### config.mk
export PLATFORM = sky130hd
export DESIGN_NAME = divCounter
export DESIGN_NICKNAME = d
export VERILOG_FILES = /design/src/hw/mduPkg.sv /design/src/hw/divCounter.sv
export SDC_FILE = /design/constraint.sdc
export NUM_CORES = 1
export LEC_CHECK = 0
export ABC_AREA = 1
export BUFFER_PORTS_ARGS = -buffer_cell sky130_fd_sc_hd__buf_2
export CELL_PAD_IN_SITES_DETAIL_PLACEMENT = 1
export CELL_PAD_IN_SITES_GLOBAL_PLACEMENT = 1
export CORE_MARGIN = 5
export CORE_UTILIZATION = 30
export DETAILED_ROUTE_END_ITERATION = 6
export PLACE_DENSITY_LB_ADDON = 0.1
export SLEW_MARGIN = 30
export SYNTH_ARGS = -nofsm -noshare
export SYNTH_HDL_FRONTEND = slang
export SYNTH_SLANG_ARGS = --single-unit
### constraint.sdc
create_clock -name clk -period 1.6 [get_ports clk]
set_input_delay 0.32 -clock clk [delete_from_list [all_inputs] [get_ports clk]]
set_output_delay 0.32 -clock clk [all_outputs]
set_load 0.005 [all_outputs]
### src/hw/mduPkg.sv
// Shared widths and encodings for the multiply/divide unit, imported by every RTL file
package mduPkg;

  //////////////////////////////
  // Widths
  //////////////////////////////

  localparam int XLEN = 64;                 // Integer register width
  localparam int WLEN = 32;                 // W-type operand width
  localparam int CNTW = $clog2(XLEN) + 1;   // Holds 64 itself, so 7 bits

  //////////////////////////////
  // Operations
  //////////////////////////////

  // Funct3 of the M-extension opcodes
  typedef enum logic [2:0] {
    opMul    = 3'b000,  // Low half of product
    opMulh   = 3'b001,  // High half, signed x signed
    opMulhsu = 3'b010,  // High half, signed x unsigned
    opMulhu  = 3'b011,  // High half, unsigned x unsigned
    opDiv    = 3'b100,
    opDivu   = 3'b101,
    opRem    = 3'b110,
    opRemu   = 3'b111
  } mduOp_t;

  //////////////////////////////
  // Divider control
  //////////////////////////////

  typedef enum logic [1:0] {
    divIdle = 2'b00,   // Waiting for a divide in Execute
    divPrep = 2'b01,   // Operand magnitudes and signs captured
    divIter = 2'b10,   // One quotient bit per cycle
    divDone = 2'b11    // Busy dropped, waiting for Execute to advance
  } divState_t;

endpackage

### src/hw/divCounter.sv
// Iteration counter for the restoring divider, flags the final shift/subtract step
`timescale 1ns/1ps

module divCounter (
  input  logic clk,
  input  logic rst,
  input  logic cntLoad,   // Start of a divide
  input  logic iterEn,    // One step taken
  input  logic W64E,      // 32-bit divide
  output logic lastIter   // Step in progress is the final one
);

  import mduPkg::*;

  logic [CNTW-1:0] count;  // Steps still to do, including current

  always_ff @(posedge clk) begin
    if (rst) begin
      count <= '0;
    end else if (cntLoad) begin
      count <= W64E ? CNTW'(WLEN) : CNTW'(XLEN);  // W-type needs half the steps
    end else if (iterEn) begin
      count <= count - 1'b1;
    end
  end

  // Only sampled by the FSM while iterating
  assign lastIter = (count == CNTW'(1));

endmodule

==> results.json <==
{
  "cts.repair_timing.setup_buffer_count": 0,
  "finalHoldViolations": 0,
  "synth_seq_cells": 7,
  "finish.cell_count_without_fillers": 78,
  "globalplace.congestion": 0.743,
  "detail-route-antenna-nets": 0,
  "clock_tree_from_tritoncts": "done",
  "critical_path.n_buffers_inverters": 2,
  "synth.cell_area_um2": 397,
  "start_util_pct": 31.3,
  "critical_path_required_ns": 1.28,
  "critPathTopFamily": "flip-flops",
  "global_route.overflow_total": 0,
  "finalCriticalPeriod_ns": 1.36,
  "synth_enable_flop_cells": 0,
  "power.ir.vdd_worst_uv": 589,
  "postSynthAreaPerCell_um2": 7.35,
  "end_kind": "output pin",
  "finalCritPeriodShare_pct": 85.0,
  "grt_pass1_vias": 350,
  "port_buffers": 5,
  "yosysSeqAreaShare_pct": 35.3,
  "design.portCount": 6,
  "worst_slew_pin_slew_ns": 0.190,
  "synth.yosys.warnings": 0,
  "maxSlewHeadroom_pct": 87.3,
  "critical_path.max_fanout": 3,
  "die-area_um2": 2150,
  "wl_per_cell_um": 11.0,
  "route.vias.total": 362,
  "ctsHtreeMaxLevel": 1,
  "number_of_core_rows": 13,
  "timing.critical_path.from": "count[1]",
  "r2r_slack_ns": 0.38,
  "grt_first_pass_wirelength_mm": 1.47,
  "post_synth_most_frequent_cells": "sky130_fd_sc_hd__inv_1, sky130_fd_sc_hd__nor2_1, sky130_fd_sc_hd__dfxtp_1",
  "design.final.nets": 71,
  "run_status": "completed",
  "crit_chain": "inv_1, ha_1, nand2_1, nor2_1, buf_2",
  "cts-resized-gates": 0,
  "netlist_instances": 54,
  "crit_type": "reg2out",
  "dpl.cell_count": 74,
  "worstPathArrival_ns": 1.04,
  "worstHoldStart": "rst",
  "timing.critical_path.slowest_stage_cell": "sky130_fd_sc_hd__dfxtp_1",
  "drt-vias-per-instance": 4.64,
  "final_layout_size_suffix_gt1_share_pct": 19.0,
  "reg2reg_to": "count[4]",
  "syn_nets": 61,
  "holdCritPathClass": "in2reg",
  "clock_path_buffers": 2,
  "hold_buffers": 0,
  "synth_largest_type_area_fraction_pct": 35.3,
  "antenna_found_initial": 0,
  "synth.area.top_cells": "sky130_fd_sc_hd__dfxtp_1, sky130_fd_sc_hd__inv_1, sky130_fd_sc_hd__nor2_1, sky130_fd_sc_hd__ha_1, sky130_fd_sc_hd__nor2_4",
  "primary_ff_master_synth": "sky130_fd_sc_hd__dfxtp_1",
  "max-cap-violations": 0,
  "worst_flop_to_flop_path_startpoint": "count[0]",
  "numClockSinks": 7,
  "unrepaired_setup_endpoints_after_global_routing": "false",
  "totalNegativeSetupSlack_ns": 0,
  "drt_pre_antenna_iters": 4,
  "setup_failing_eps_final": 0,
  "crit_path_start_kind": "flop",
  "registers_with_the_most_flip_flops": "count (7)",
  "fmax_mhz": 736,
  "flow.area_growth_from_synthesis_pct": 17.7,
  "leakagePower_uw": 0.000216,
  "synthDominantAreaCellType": "sky130_fd_sc_hd__dfxtp_1",
  "floorplan.die.width_um": 46.4,
  "drt_drc_violations_left": 0,
  "hold_end": "count[5]",
  "cts_root_buf": "sky130_fd_sc_hd__clkbuf_4",
  "fin_skew_ns": 0.0111,
  "hold-path-cell-count": 2,
  "power.density_cell_area_nw_per_um2": 990,
  "yosys.cell_types.count": 17,
  "coreArea_um2": 1270,
  "total_power_uw": 462,
  "share_of_flip_flops_with_an_asynchronous_set_or_reset_after_synthesis_pct": 0,
  "dp.final_hpwl_um": 684,
  "top_register": "count",
  "cts-buffers-inserted": 3,
  "groute.usage.overall_pct": 10.2,
  "fp.dieH_um": 46.4,
  "rr_worst_depth": 7,
  "clk_pin_slew_worst_paths_ns": 0.06,
  "timing_max_transition_violations_final": 0,
  "clkLatencyLatePin_ns": 0.26,
  "max_reg_flops": 7,
  "antenna_cells_inserted": 0,
  "drt_iter0_drcs": 5,
  "routed_wire_length_um": 859,
  "grt_max_degree": 5,
  "max_stage_delay_ns": 0.34
}
## worst max-delay path by stage
stage | to | cells after the start | slack (ns)
after floorplan | count[4] | 7 | 0.48
after global placement | count[4] | 7 | 0.40
after detailed placement | count[4] | 7 | 0.38
after CTS | lastIter | 5 | 0.22
after global routing | lastIter | 5 | 0.15
final | lastIter | 5 | 0.24
## layout make-up
type / instances / area [um2]
Tap cell: 15 / 18.8
Timing Repair Buffer: 5 / 25.0
Fill cell: 168 / 802
Sequential cell: 7 / 140
Multi-Input combinational cell: 37 / 219
Inverter: 10 / 37.5
Clock buffer: 4 / 26.3
## through the flow
stage,util [%],hold WS [ns],worst slack [ns],area (um2)
2_1_floorplan,-,0.389,0.484,397
3_3_place_gp,34.7,0.507,0.400,440
3_5_place_dp,34.7,0.506,0.384,440
4_1_cts,36.8,0.243,0.216,467
5_1_grt,36.8,0.237,0.146,467
6_report,36.8,0.245,0.241,467
## report_power, final
part	internal, uW	switching (uW)	leakage (uW)
logic	38.9	56.6	0.000143
registers	188	11.5	0.0000577
clock network	95.5	71.2	0.0000150
## placed cells by master (no fill, tap or decap)
master,synthesis,routed
sky130_fd_sc_hd__nand3_1,4,4
sky130_fd_sc_hd__a211oi_1,1,1
sky130_fd_sc_hd__nor2_2,1,1
sky130_fd_sc_hd__a21oi_1,3,3
sky130_fd_sc_hd__o21bai_1,1,1
sky130_fd_sc_hd__nor2_1,10,10
sky130_fd_sc_hd__buf_2,0,5
sky130_fd_sc_hd__nor2_4,2,2
sky130_fd_sc_hd__o21ai_1,1,1
sky130_fd_sc_hd__clkbuf_4,0,3
sky130_fd_sc_hd__dfxtp_1,7,7
sky130_fd_sc_hd__o21ai_0,1,1
sky130_fd_sc_hd__inv_1,10,10
sky130_fd_sc_hd__xor2_1,2,2
sky130_fd_sc_hd__nand4_1,2,2
sky130_fd_sc_hd__ha_1,2,2
sky130_fd_sc_hd__xnor2_1,1,1
sky130_fd_sc_hd__clkbuf_1,0,1
sky130_fd_sc_hd__nand3_2,1,1
sky130_fd_sc_hd__nand2_1,5,5
## metal layers
| layer | wire, um | vias up | share of wire [%] | global-route usage (%) |
|---|---|---|---|---|
| met4 | 6 | 0 | 0.70 | 3.41 |
| met5 | 0 | - | 0 | 0 |
| met3 | 72 | 2 | 8.4 | 7.42 |
| met2 | 406 | 8 | 47 | 15.4 |
| li1 | - | 189 | - | - |
| met1 | 374 | 163 | 44 | 11.1 |
## cell families (layout without fill, tap and decap cells)
group                      count (synthesis)  count (layout)  share of synthesized area (%)
and+or+nand+nor                           25              25                           32.2
DFF                                        7               7                           35.3
xor gates and xnor gates                   3               3                           6.63
AOI/OAI and AO/OA                          7               7                           10.1
adders and majority gates                  2               2                           6.31
buffers and inverters                     10              19                           9.46
(Power assumes the default switching activity.)
