## src/hw/mduPkg.sv

```systemverilog
// Shared widths and encodings for the multiply/divide unit, imported by every RTL file
package mduPkg;

  //////////////////////////////
  // Widths
  //////////////////////////////

  localparam int XLEN = 64;                 // Integer register width
  localparam int WLEN = 32;                 // W-type operand width
  localparam int CNTW = $clog2(XLEN) + 1;   // Holds 64 itself, so 7 bits

  //////////////////////////////
  // Operations
  //////////////////////////////

  // Funct3 of the M-extension opcodes
  typedef enum logic [2:0] {
    opMul    = 3'b000,  // Low half of product
    opMulh   = 3'b001,  // High half, signed x signed
    opMulhsu = 3'b010,  // High half, signed x unsigned
    opMulhu  = 3'b011,  // High half, unsigned x unsigned
    opDiv    = 3'b100,
    opDivu   = 3'b101,
    opRem    = 3'b110,
    opRemu   = 3'b111
  } mduOp_t;

  //////////////////////////////
  // Divider control
  //////////////////////////////

  typedef enum logic [1:0] {
    divIdle = 2'b00,   // Waiting for a divide in Execute
    divPrep = 2'b01,   // Operand magnitudes and signs captured
    divIter = 2'b10,   // One quotient bit per cycle
    divDone = 2'b11    // Busy dropped, waiting for Execute to advance
  } divState_t;

endpackage

```

## src/hw/divFsm.sv

```systemverilog
// Divider sequencing FSM; raises the Execute busy stall and steers counter and datapath
`timescale 1ns/1ps

module divFsm (
  input  logic clk,
  input  logic rst,
  input  logic FlushE,      // Abandon divide in Execute
  input  logic StallM,      // Memory stage held
  input  logic IntDivE,     // Divide or remainder in Execute
  input  logic MDUActiveE,  // M instruction in Execute
  input  logic lastIter,    // Final shift/subtract step this cycle
  output logic DivBusyE,    // Stall Execute
  output logic prepStart,   // Capture operands in datapath
  output logic cntLoad,     // Load iteration counter
  output logic iterEn,      // Advance one quotient bit
  output logic doneM        // Move results into Memory registers
);

  import mduPkg::*;

  divState_t state, nextState;
  logic      startDiv;

  assign startDiv = IntDivE & MDUActiveE;

  //////////////////////////////
  // State register
  //////////////////////////////

  always_ff @(posedge clk) begin
    if (rst | FlushE) begin  // Flush wins from any state
      state <= divIdle;
    end else begin
      state <= nextState;
    end
  end

  //////////////////////////////
  // Next state
  //////////////////////////////

  always_comb begin
    nextState = state;
    case (state)
      divIdle: if (startDiv) nextState = divPrep;
      divPrep: nextState = divIter;
      divIter: if (lastIter) nextState = divDone;
      divDone: if (~StallM) nextState = divIdle;  // Instruction leaves Execute
      default: nextState = divIdle;
    endcase
  end

  //////////////////////////////
  // Outputs
  //////////////////////////////

  // Busy from the start cycle through the last iteration
  assign DivBusyE  = ((state == divIdle) & startDiv) | (state == divPrep) | (state == divIter);
  assign prepStart = (state == divPrep);
  assign cntLoad   = (state == divPrep);  // Same cycle as operand capture
  assign iterEn    = (state == divIter);
  assign doneM     = (state == divDone) & ~StallM;  // Edge where the divide enters M

endmodule

```

## config.mk

```make
export PLATFORM = sky130hd
export DESIGN_NAME = divFsm
export DESIGN_NICKNAME = d
export VERILOG_FILES = /design/src/hw/mduPkg.sv /design/src/hw/divFsm.sv
export SDC_FILE = /design/constraint.sdc
export NUM_CORES = 1
export LEC_CHECK = 0
export ABC_CLOCK_PERIOD_IN_PS = 1700
export BUFFER_PORTS_ARGS = -buffer_cell sky130_fd_sc_hd__buf_2
export CAP_MARGIN = 20
export CORE_AREA = 8 8 45 47
export CTS_BUF_LIST = sky130_fd_sc_hd__clkbuf_4 sky130_fd_sc_hd__clkbuf_8 sky130_fd_sc_hd__clkbuf_16
export CTS_CLUSTER_SIZE = 10
export DETAILED_ROUTE_END_ITERATION = 16
export DIE_AREA = 0 0 53 55
export GPL_TIMING_DRIVEN = 1
export PLACE_DENSITY = 0.44
export SYNTH_ARGS = -nofsm -noshare
export SYNTH_HDL_FRONTEND = slang
export SYNTH_SLANG_ARGS = --single-unit
```

## constraint.sdc

```tcl
create_clock -name clk -period 1.7 [get_ports clk]
set_input_delay 0.34 -clock clk [delete_from_list [all_inputs] [get_ports clk]]
set_output_delay 0.34 -clock clk [all_outputs]
set_load 0.02 [all_outputs]
```

==> qor.json, run 1 <==
{
  "run_status": {
    "outcome": "completed"
  },
  "yosys": {
    "post_synth_mux_area_share_pct": 10.3,
    "synthesis.nets": 34,
    "synthesis.area_um2": 194,
    "synth_sequential_area_ratio_pct": 20.6,
    "synthesis.area_per_instance_um2": 8.82,
    "synthCells": 22,
    "synth-xor-area-share_pct": 0,
    "number_of_synthesized_register_bits": 2,
    "yosysWarnings": 0,
    "synth_simple_gate_area_share_pct": 14.2,
    "netlist-cell-type-count": 11,
    "synth_top_family_by_area": "adder cells",
    "synth_fa_ha_area_share_pct": 32.3,
    "synth-compound-area-share_pct": 12.9
  },
  "global_route": {
    "grt_start_max_net_pins": 5,
    "grt_pass1_wl_um": 779,
    "grt-ovfl-total": 0,
    "first_global_vias": 224,
    "globalRouteTotalUtil_pct": 3.82,
    "grt_antenna_before_repair": 0
  },
  "critical_path": {
    "worst_ep_arrival_time_ns": 1.30,
    "worst_setup_path_start_kind": "flop",
    "worst_r2r_endpoint": "state[1]$_SDFFE_PP0P_",
    "reg2reg_setup_slack_ns": 0.32,
    "worst_r2r_startpoint": "state[0]$_SDFFE_PP0P_",
    "cp-startpoint": "state[0]$_SDFFE_PP0P_",
    "r2r_cells": 5,
    "path_max_fanout": 4,
    "timing.setup.critical_path_class": "flop to output pin",
    "cp_data_required_time_ns": 1.36,
    "worst_setup_path_endpoint": "DivBusyE",
    "setup.worst_path.end_class": "output pin"
  },
  "floorplanning": {
    "num_rows": 14,
    "chipHeight_um": 55,
    "fp.dieW_um": 53,
    "floorplan.die_area_um2": 2920,
    "floorplan.io_pins": 12,
    "core_um2": 1380,
    "initial_utilization_pct": 14.0
  },
  "timing": {
    "final.min_clock_period_ns": 1.64,
    "grt_setup_unrepaired": "false",
    "fin_crit_sh_pct": 96.6,
    "max_slew_margin_pct": 82.5,
    "hold_slack_ns": 0.421,
    "finalSetupViolCount": 0,
    "report.final.hold_viol_count": 0,
    "fin_tns_setup_ns": 0,
    "skew_ns": 0.00193,
    "report.final.slew_viol_count": 0,
    "max_freq_mhz": 609,
    "worst-slew-pin-transition_ns": 0.262
  },
  "detailed_routing": {
    "wire_per_inst_um": 9.12,
    "drcViolationCount": 0,
    "routed-via-count": 196,
    "drtAntennaViolNets": 0,
    "initialDrtViolationCount": 3,
    "drt-met1-wl_um": 193,
    "highest-signal-layer": "met3",
    "wl_met3_um": 66,
    "via_per_inst": 3.77,
    "drt-total-wl_um": 474,
    "detailedRoute.firstPassIterationCount": 4,
    "detailed_route_wirelength_on_metal2_um": 214
  },
  "layout": {
    "number_of_flip_flops_in_the_largest_register": 2,
    "filler_instances": 161,
    "multi_input_area_um2": 138,
    "layout.area.seq_um2": 42.5,
    "max_flop_register": "state",
    "layout-drive-gt1-share_pct": 55.6,
    "layout_top_registers": "state x2",
    "n_antenna_cell": 0,
    "finalNetCount": 50,
    "areaGrowthSynthToFinish_pct": 52.9
  },
  "clock_network": {
    "clkLatencyLatePin_ns": 0.22,
    "tritoncts_clock_tree": "done",
    "cts_max_level": 1,
    "clock_sinks": 2,
    "clkTransAtPathRegs_ns": 0.03,
    "ctsLongestPathBuffers": 2,
    "tritoncts.num_buffers": 3,
    "clockRootBuffer": "sky130_fd_sc_hd__clkbuf_4",
    "hold_buffers": 0
  },
  "place": {
    "finalWeightedCongestion": 0.654,
    "port_buf_inserts": 11
  },
  "power": {
    "worst_ir_drop_vdd_uv": 156,
    "power.share.switching_pct": 24.7,
    "power_frac_clock_pct": 52.4,
    "share_seq_of_total_power_pct": 26.1,
    "pwr_density_cell_nw_per_um2": 661,
    "cellLeakagePower_nw": 0.160,
    "share_comb_of_total_power_pct": 21.4,
    "total_switching_power_mw": 0.0484,
    "internal-power_mw": 0.148
  },
  "worst_hold_path": {
    "min-delay-path-class": "input port to flop",
    "worst_hold_path_startpoint": "rst"
  },
  "job": {
    "cap_viol_max_count": 0
  }
}
[logic make-up after synthesis]
logic type      after synthesis
fa+ha+maj                     5
flops                         2
simple gates                  6
compound gates                3
buf+inv                       4
mux                           2
[cells in the final DEF, fill, tap and decap left out]
master	n
sky130_fd_sc_hd__buf_4	1
sky130_fd_sc_hd__buf_2	11
sky130_fd_sc_hd__mux2i_1	2
sky130_fd_sc_hd__ha_2	1
sky130_fd_sc_hd__clkbuf_4	3
sky130_fd_sc_hd__a311o_1	1
sky130_fd_sc_hd__nor2_1	1
sky130_fd_sc_hd__inv_2	1
sky130_fd_sc_hd__a222oi_1	1
sky130_fd_sc_hd__inv_1	2
sky130_fd_sc_hd__nand2_1	4
sky130_fd_sc_hd__and2b_2	1
sky130_fd_sc_hd__o21ai_0	1
sky130_fd_sc_hd__dfxtp_2	2
sky130_fd_sc_hd__ha_1	4
[critical path, stage by stage, from the launching register on]
cell and delay [ns]:
sky130_fd_sc_hd__dfxtp_2 0.34, sky130_fd_sc_hd__inv_1 0.07, sky130_fd_sc_hd__ha_1 0.24, sky130_fd_sc_hd__a311o_1 0.27
sky130_fd_sc_hd__buf_2 0.16
[final cells by class]
class                   count  share of cell area [%]
multi-input cells          16                    46.4
repair buffers             12                    21.1
flip-flops and latches      2                    14.3
clock buffers               3                    7.59
well taps                  16                    6.75
inverters                   3                    3.80
[timing repair]
item / in CTS / in global routing
hold endpoints to repair: 0 / 0
gates resized for setup: 2 / 2
setup buffers: 0 / 0
pin swaps: 0 / 0
setup endpoints to repair: 1 / 1
[metrics by stage]
stage	utilization, %	cell area (um^2)	setup WS (ns)	instances	total power [mW]
finish	21.4	297	0.0581	52	0.196
global route	21.4	297	0.0152	52	0.207
CTS	21.2	294	0.0261	52	0.204
detailed placement	19.4	269	0.209	49	0.0940
global placement	19.4	269	0.218	49	0.0944
floorplan	-	194	0.219	22	0.0773
[cells in the mapped netlist (all sizes together)]
cell type,count,area (um^2)
inv,3,11.3
nand2,4,15.0
ha,5,62.6
o21ai,1,5.00
mux2i,2,20.0
dfxtp,2,40.0
buf,1,7.51
a222oi,1,10.0
and2b,1,8.76
a311o,1,10.0
nor2,1,3.75
[power groups by stage]
stage                     combinational [mW]  sequential, mW  clock [mW]
after floorplan                       0.0264          0.0510           0
after global placement                0.0430          0.0513           0
after detailed placement              0.0426          0.0513           0
after CTS                             0.0427          0.0511       0.110
after global routing                  0.0466          0.0513       0.109
final                                 0.0419          0.0512       0.103
[worst min path at each step]
stage / end / slack [ns] / cells past startpoint
2_1_floorplan: state[1]$_SDFFE_PP0P_ / 0.47 / 2
3_3_place_gp: state[0]$_SDFFE_PP0P_ / 0.50 / 2
3_5_place_dp: state[0]$_SDFFE_PP0P_ / 0.50 / 2
4_1_cts: state[0]$_SDFFE_PP0P_ / 0.42 / 4
5_1_grt: state[0]$_SDFFE_PP0P_ / 0.45 / 4
6_report: state[0]$_SDFFE_PP0P_ / 0.42 / 4
[layer usage]
metal,track usage [%],vias to the layer above
li1,-,101
met1,2.72,86
met2,6.05,9
met3,2.41,0
met4,5.17,0
met5,0,-
(Power assumes the default switching activity.)
==> run 2, diff against run 1 <==
--- a/config.mk
+++ b/config.mk
@@ -6,15 +6,15 @@
 export NUM_CORES = 1
 export LEC_CHECK = 0
 export ABC_CLOCK_PERIOD_IN_PS = 1700
-export BUFFER_PORTS_ARGS = -buffer_cell sky130_fd_sc_hd__buf_2
 export CAP_MARGIN = 20
 export CORE_AREA = 8 8 45 47
 export CTS_BUF_LIST = sky130_fd_sc_hd__clkbuf_4 sky130_fd_sc_hd__clkbuf_8 sky130_fd_sc_hd__clkbuf_16
 export CTS_CLUSTER_SIZE = 10
 export DETAILED_ROUTE_END_ITERATION = 16
 export DIE_AREA = 0 0 53 55
+export DONT_BUFFER_PORTS = 1
 export GPL_TIMING_DRIVEN = 1
-export PLACE_DENSITY = 0.44
+export PLACE_DENSITY = 0.36
 export SYNTH_ARGS = -nofsm -noshare
 export SYNTH_HDL_FRONTEND = slang
 export SYNTH_SLANG_ARGS = --single-unit
==> run 2 against run 1 <==
Compared with the run above: global-route usage is 0.11 points lower; sequential cell count did not move; sequential power about the same; critical path type unchanged; sequential share of layout area is 2.3 points higher; largest power group unchanged; final cell count shrank 19%.
==> qor.json, run 2 (synthesized netlist as in run 1, its figures left out) <==
{
  "clock_network": {
    "ctsLongestPathBuffers": 2,
    "clockRootBuffer": "sky130_fd_sc_hd__clkbuf_4",
    "clock_sinks": 2,
    "clkTransAtPathRegs_ns": 0.03,
    "tritoncts_clock_tree": "done",
    "clkLatencyLatePin_ns": 0.22,
    "hold_buffers": 0,
    "cts_setup_buffers": 0,
    "cts_max_level": 1,
    "tritoncts.num_buffers": 3
  },
  "floorplanning": {
    "fp.dieW_um": 53,
    "core_um2": 1380,
    "initial_utilization_pct": 14.0,
    "floorplan.die_area_um2": 2920,
    "chipHeight_um": 55,
    "floorplan.io_pins": 12,
    "num_rows": 14
  },
  "timing": {
    "fin_tns_setup_ns": 0,
    "report.final.slew_viol_count": 0,
    "finalSetupViolCount": 0,
    "skew_ns": 0.000618,
    "fin_crit_sh_pct": 95.0,
    "report.final.hold_viol_count": 0,
    "max_slew_margin_pct": 63.5,
    "worst-slew-pin-transition_ns": 0.547,
    "max_freq_mhz": 619,
    "hold_slack_ns": 0.354,
    "final.min_clock_period_ns": 1.62,
    "fin_ws_ns": 0.0849,
    "grt_setup_unrepaired": "false"
  },
  "power": {
    "worst_ir_drop_vdd_uv": 264,
    "cellLeakagePower_nw": 0.114,
    "power_mw": 0.184,
    "pwr_density_cell_nw_per_um2": 744
  },
  "place": {
    "port_buf_inserts": 0,
    "finalWeightedCongestion": 0.618,
    "detailedPlace.worstSlack_ns": 0.105,
    "cell_total_after_placement": 39,
    "place_area_um2": 221
  },
  "layout": {
    "max_flop_register": "state",
    "layout-drive-gt1-share_pct": 30.8,
    "n_antenna_cell": 0,
    "number_of_flip_flops_in_the_largest_register": 2,
    "final_core_utilization_pct": 17.9,
    "final_cell_count_no_fill": 42,
    "layout_top_registers": "state x2",
    "areaGrowthSynthToFinish_pct": 27.7,
    "finalNetCount": 40,
    "postLayoutCellArea_um2": 248,
    "final_cell_mix": "sky130_fd_sc_hd__nand2_1 (4), sky130_fd_sc_hd__ha_1 (4), sky130_fd_sc_hd__inv_1 (3), sky130_fd_sc_hd__clkbuf_4 (3)"
  },
  "detailed_routing": {
    "drtAntennaViolNets": 0,
    "initialDrtViolationCount": 4,
    "wire_per_inst_um": 11.6,
    "drcViolationCount": 0,
    "via_per_inst": 4.02,
    "detailedRoute.firstPassIterationCount": 4,
    "drt-total-wl_um": 487,
    "routed-via-count": 169
  },
  "run_status": {
    "outcome": "completed"
  },
  "critical_path": {
    "setup.worst_path.end_class": "output pin",
    "worst_ep_arrival_time_ns": 1.28,
    "cp_data_required_time_ns": 1.36,
    "timing.setup.critical_path_class": "flop to output pin",
    "path_max_fanout": 4,
    "worst_setup_path_start_kind": "flop"
  },
  "job": {
    "cap_viol_max_count": 0
  },
  "global_route": {
    "grt-ovfl-total": 0,
    "grt_start_max_net_pins": 5,
    "grt_antenna_before_repair": 0,
    "globalRouteTotalUtil_pct": 3.71,
    "first_global_vias": 157,
    "grt_pass1_wl_um": 717
  },
  "worst_hold_path": {
    "min-delay-path-class": "input port to flop"
  }
}
run 2: cell count changes in the layout (fill, tap and decap cells not counted), sizes merged:
cell	before	now
buf	12	2
run 2: worst paths after layout:
path                              start                    end  slack, ns  depth (start not counted)
setup / recovery  state[0]$_SDFFE_PP0P_               DivBusyE       0.08                          3
hold / removal                      rst  state[1]$_SDFFE_PP0P_       0.35                          3
hold reg to reg   state[0]$_SDFFE_PP0P_  state[0]$_SDFFE_PP0P_       0.50                          2
setup reg to reg  state[0]$_SDFFE_PP0P_  state[0]$_SDFFE_PP0P_       0.20                          4
run 2: worst max-delay path, cell delays in order (launching register included):
cell,delay (ns)
sky130_fd_sc_hd__dfxtp_2,0.34
sky130_fd_sc_hd__inv_1,0.08
sky130_fd_sc_hd__ha_2,0.21
sky130_fd_sc_hd__a311o_1,0.42
run 2: report_power, final:
group          leakage [nW]  switching [mW]  internal (mW)
Clock                0.0138          0.0254         0.0777
Sequential           0.0167         0.00187         0.0493
Combinational        0.0838          0.0187         0.0114
Total                 0.114          0.0460          0.138
run 2: metal layers:
| layer | share of wire [%] | vias up | GRT usage, % | wire (um) |
|---|---|---|---|---|
| met2 | 33 | 11 | 3.71 | 160 |
| met3 | 18 | 0 | 3.74 | 89 |
| met5 | 0 | - | 0 | 0 |
| met4 | 0 | 0 | 2.59 | 0 |
| li1 | - | 83 | - | - |
| met1 | 49 | 75 | 4.39 | 237 |
run 2: what timing repair did:
action                     in CTS  in global routing
setup endpoints to repair       0                  2
resized for setup               0                  2
hold endpoints to repair        0                  0
run 2: area by class of cell:
class,count,area (um^2)
fill,160,1140
multi-input combinational,16,138
sequential,2,41.3
clock buffer,3,22.5
tap,16,20.0
timing repair buffer,2,15.0
inverter,3,11.3
==> run 3, diff against run 2 <==
--- a/config.mk
+++ b/config.mk
@@ -6,7 +6,7 @@
 export NUM_CORES = 1
 export LEC_CHECK = 0
 export ABC_CLOCK_PERIOD_IN_PS = 1700
-export CAP_MARGIN = 20
+export CAP_MARGIN = 0
 export CORE_AREA = 8 8 45 47
 export CTS_BUF_LIST = sky130_fd_sc_hd__clkbuf_4 sky130_fd_sc_hd__clkbuf_8 sky130_fd_sc_hd__clkbuf_16
 export CTS_CLUSTER_SIZE = 10
@@ -14,7 +14,7 @@
 export DIE_AREA = 0 0 53 55
 export DONT_BUFFER_PORTS = 1
 export GPL_TIMING_DRIVEN = 1
-export PLACE_DENSITY = 0.36
+export PLACE_DENSITY = 0.38
 export SYNTH_ARGS = -nofsm -noshare
 export SYNTH_HDL_FRONTEND = slang
 export SYNTH_SLANG_ARGS = --single-unit
==> run 3 against run 2 <==
Compared with the run above: sequential share of layout area unchanged; clock-buffer cell count unchanged; design area unchanged; worst setup slack got worse by 0.0034 ns; largest power group unchanged; critical endpoint unchanged; clock skew increased by 0.0013 ns; register-to-register slack improved by 0.02 ns.
==> qor.json, run 3 (synthesized netlist as in run 1, its figures left out) <==
{
  "detailed_routing": {
    "detailedRoute.firstPassIterationCount": 4,
    "wire_per_inst_um": 11.6,
    "drt-total-wl_um": 487,
    "drtAntennaViolNets": 0,
    "drcViolationCount": 0,
    "initialDrtViolationCount": 4,
    "routed-via-count": 163,
    "via_per_inst": 3.88
  },
  "clock_network": {
    "clkTransAtPathRegs_ns": 0.03,
    "hold_buffers": 0,
    "clkLatencyLatePin_ns": 0.22,
    "clockRootBuffer": "sky130_fd_sc_hd__clkbuf_4",
    "tritoncts.num_buffers": 3,
    "cts_max_level": 1,
    "clock_sinks": 2,
    "ctsLongestPathBuffers": 2,
    "tritoncts_clock_tree": "done"
  },
  "timing": {
    "max_freq_mhz": 618,
    "worst-slew-pin-transition_ns": 0.534,
    "finalSetupViolCount": 0,
    "fin_crit_sh_pct": 95.2,
    "grt_setup_unrepaired": "false",
    "skew_ns": 0.00192,
    "max_slew_margin_pct": 64.4,
    "fin_ws_ns": 0.0815,
    "final.min_clock_period_ns": 1.62,
    "report.final.hold_viol_count": 0,
    "report.final.slew_viol_count": 0,
    "fin_tns_setup_ns": 0
  },
  "floorplanning": {
    "num_rows": 14,
    "initial_utilization_pct": 14.0,
    "floorplan.io_pins": 12,
    "chipHeight_um": 55,
    "fp.dieW_um": 53,
    "core_um2": 1380,
    "floorplan.die_area_um2": 2920
  },
  "critical_path": {
    "slowest_stage": "sky130_fd_sc_hd__dfxtp_1",
    "timing.critical_path.slowest_cell_delay_ns": 0.38,
    "path_max_fanout": 4,
    "setup.worst_path.end_class": "output pin",
    "worst_ep_arrival_time_ns": 1.28,
    "critical_path_buf_inv_count": 1,
    "cp-startpoint": "state[1]$_SDFFE_PP0P_",
    "worstPathCellList": "inv_1, ha_1, a311o_1",
    "timing.setup.critical_path_class": "flop to output pin",
    "worst_r2r_startpoint": "state[0]$_SDFFE_PP0P_",
    "critPathTopFamily": "flip-flops",
    "cp_data_required_time_ns": 1.36,
    "worst_setup_path_start_kind": "flop"
  },
  "layout": {
    "layout_top_registers": "state x2",
    "number_of_flip_flops_in_the_largest_register": 2,
    "max_flop_register": "state",
    "multi_input_area_um2": 138,
    "layout-drive-gt1-share_pct": 30.8,
    "filler_instances": 156,
    "areaGrowthSynthToFinish_pct": 27.7,
    "finalNetCount": 40,
    "final_cell_mix": "sky130_fd_sc_hd__nand2_1 (4), sky130_fd_sc_hd__ha_1 (4), sky130_fd_sc_hd__inv_1 (3), sky130_fd_sc_hd__clkbuf_4 (3)",
    "layout.area.seq_um2": 41.3,
    "n_antenna_cell": 0
  },
  "worst_hold_path": {
    "worst_hold_path_startpoint": "rst",
    "min-delay-path-class": "input port to flop"
  },
  "global_route": {
    "grt_pass1_wl_um": 690,
    "grt-ovfl-total": 0,
    "grt_antenna_before_repair": 0,
    "first_global_vias": 162,
    "grt_start_max_net_pins": 5,
    "globalRouteTotalUtil_pct": 3.66
  },
  "power": {
    "pwr_density_cell_nw_per_um2": 759,
    "cellLeakagePower_nw": 0.114,
    "worst_ir_drop_vdd_uv": 193
  },
  "place": {
    "dpl.hpwl_um": 406,
    "finalWeightedCongestion": 0.725,
    "port_buf_inserts": 0,
    "detailedPlace.worstSlack_ns": 0.129
  },
  "run_status": {
    "outcome": "completed"
  },
  "job": {
    "cap_viol_max_count": 0
  }
}
## run 3: routing by layer
| layer | routed length [um] | global-route usage [%] | vias up |
|---|---|---|---|
| met1 | 220 | 3.33 | 68 |
| met5 | 0 | 0 | - |
| met3 | 111 | 4.55 | 0 |
| met4 | 0 | 5.17 | 0 |
| li1 | - | - | 82 |
| met2 | 155 | 3.13 | 13 |
## run 3: final timing paths
kind	cells after the start	end	slack, ns
max	3	DivBusyE	0.08
min	3	state[1]$_SDFFE_PP0P_	0.34
max reg2reg	4	state[0]$_SDFFE_PP0P_	0.22
min reg2reg	2	state[0]$_SDFFE_PP0P_	0.49
## run 3: worst min-delay path, delay by kind of cell
family / cells / cell delay, ns
mux: 1 / 0.05
simple gates: 2 / 0.12
## run 3: repair_timing
action	CTS	global route
buffers inserted	0	0
resized for setup	0	2
setup endpoints to repair	0	1
endpoints found under the hold margin	0	0
## run 3: area by class of cell
type                    count  area share (%)
clock buffers               3            9.09
inverters                   3            4.55
multi-input cells          16            55.6
flip-flops and latches      2            16.7
well taps                  16            8.08
repair buffers              2            6.06
## run 3: through the flow
step / instance area [um^2] / power [mW] / utilization, % / hold slack [ns] / std cells
2_1_floorplan: 194 / 0.0773 / - / 0.468 / 22
3_3_place_gp: 221 / 0.0813 / 16.0 / 0.493 / 39
3_5_place_dp: 221 / 0.0818 / 16.0 / 0.508 / 39
4_1_cts: 244 / 0.195 / 17.6 / 0.333 / 42
5_1_grt: 248 / 0.206 / 17.9 / 0.348 / 42
6_report: 248 / 0.188 / 17.9 / 0.338 / 42
## run 3: where the power goes
part	switching, mW	internal [mW]	leakage (nW)
Combinational	0.0187	0.0116	0.0838
Sequential	0.00179	0.0493	0.0167
Clock	0.0286	0.0780	0.0138
Total	0.0490	0.139	0.114
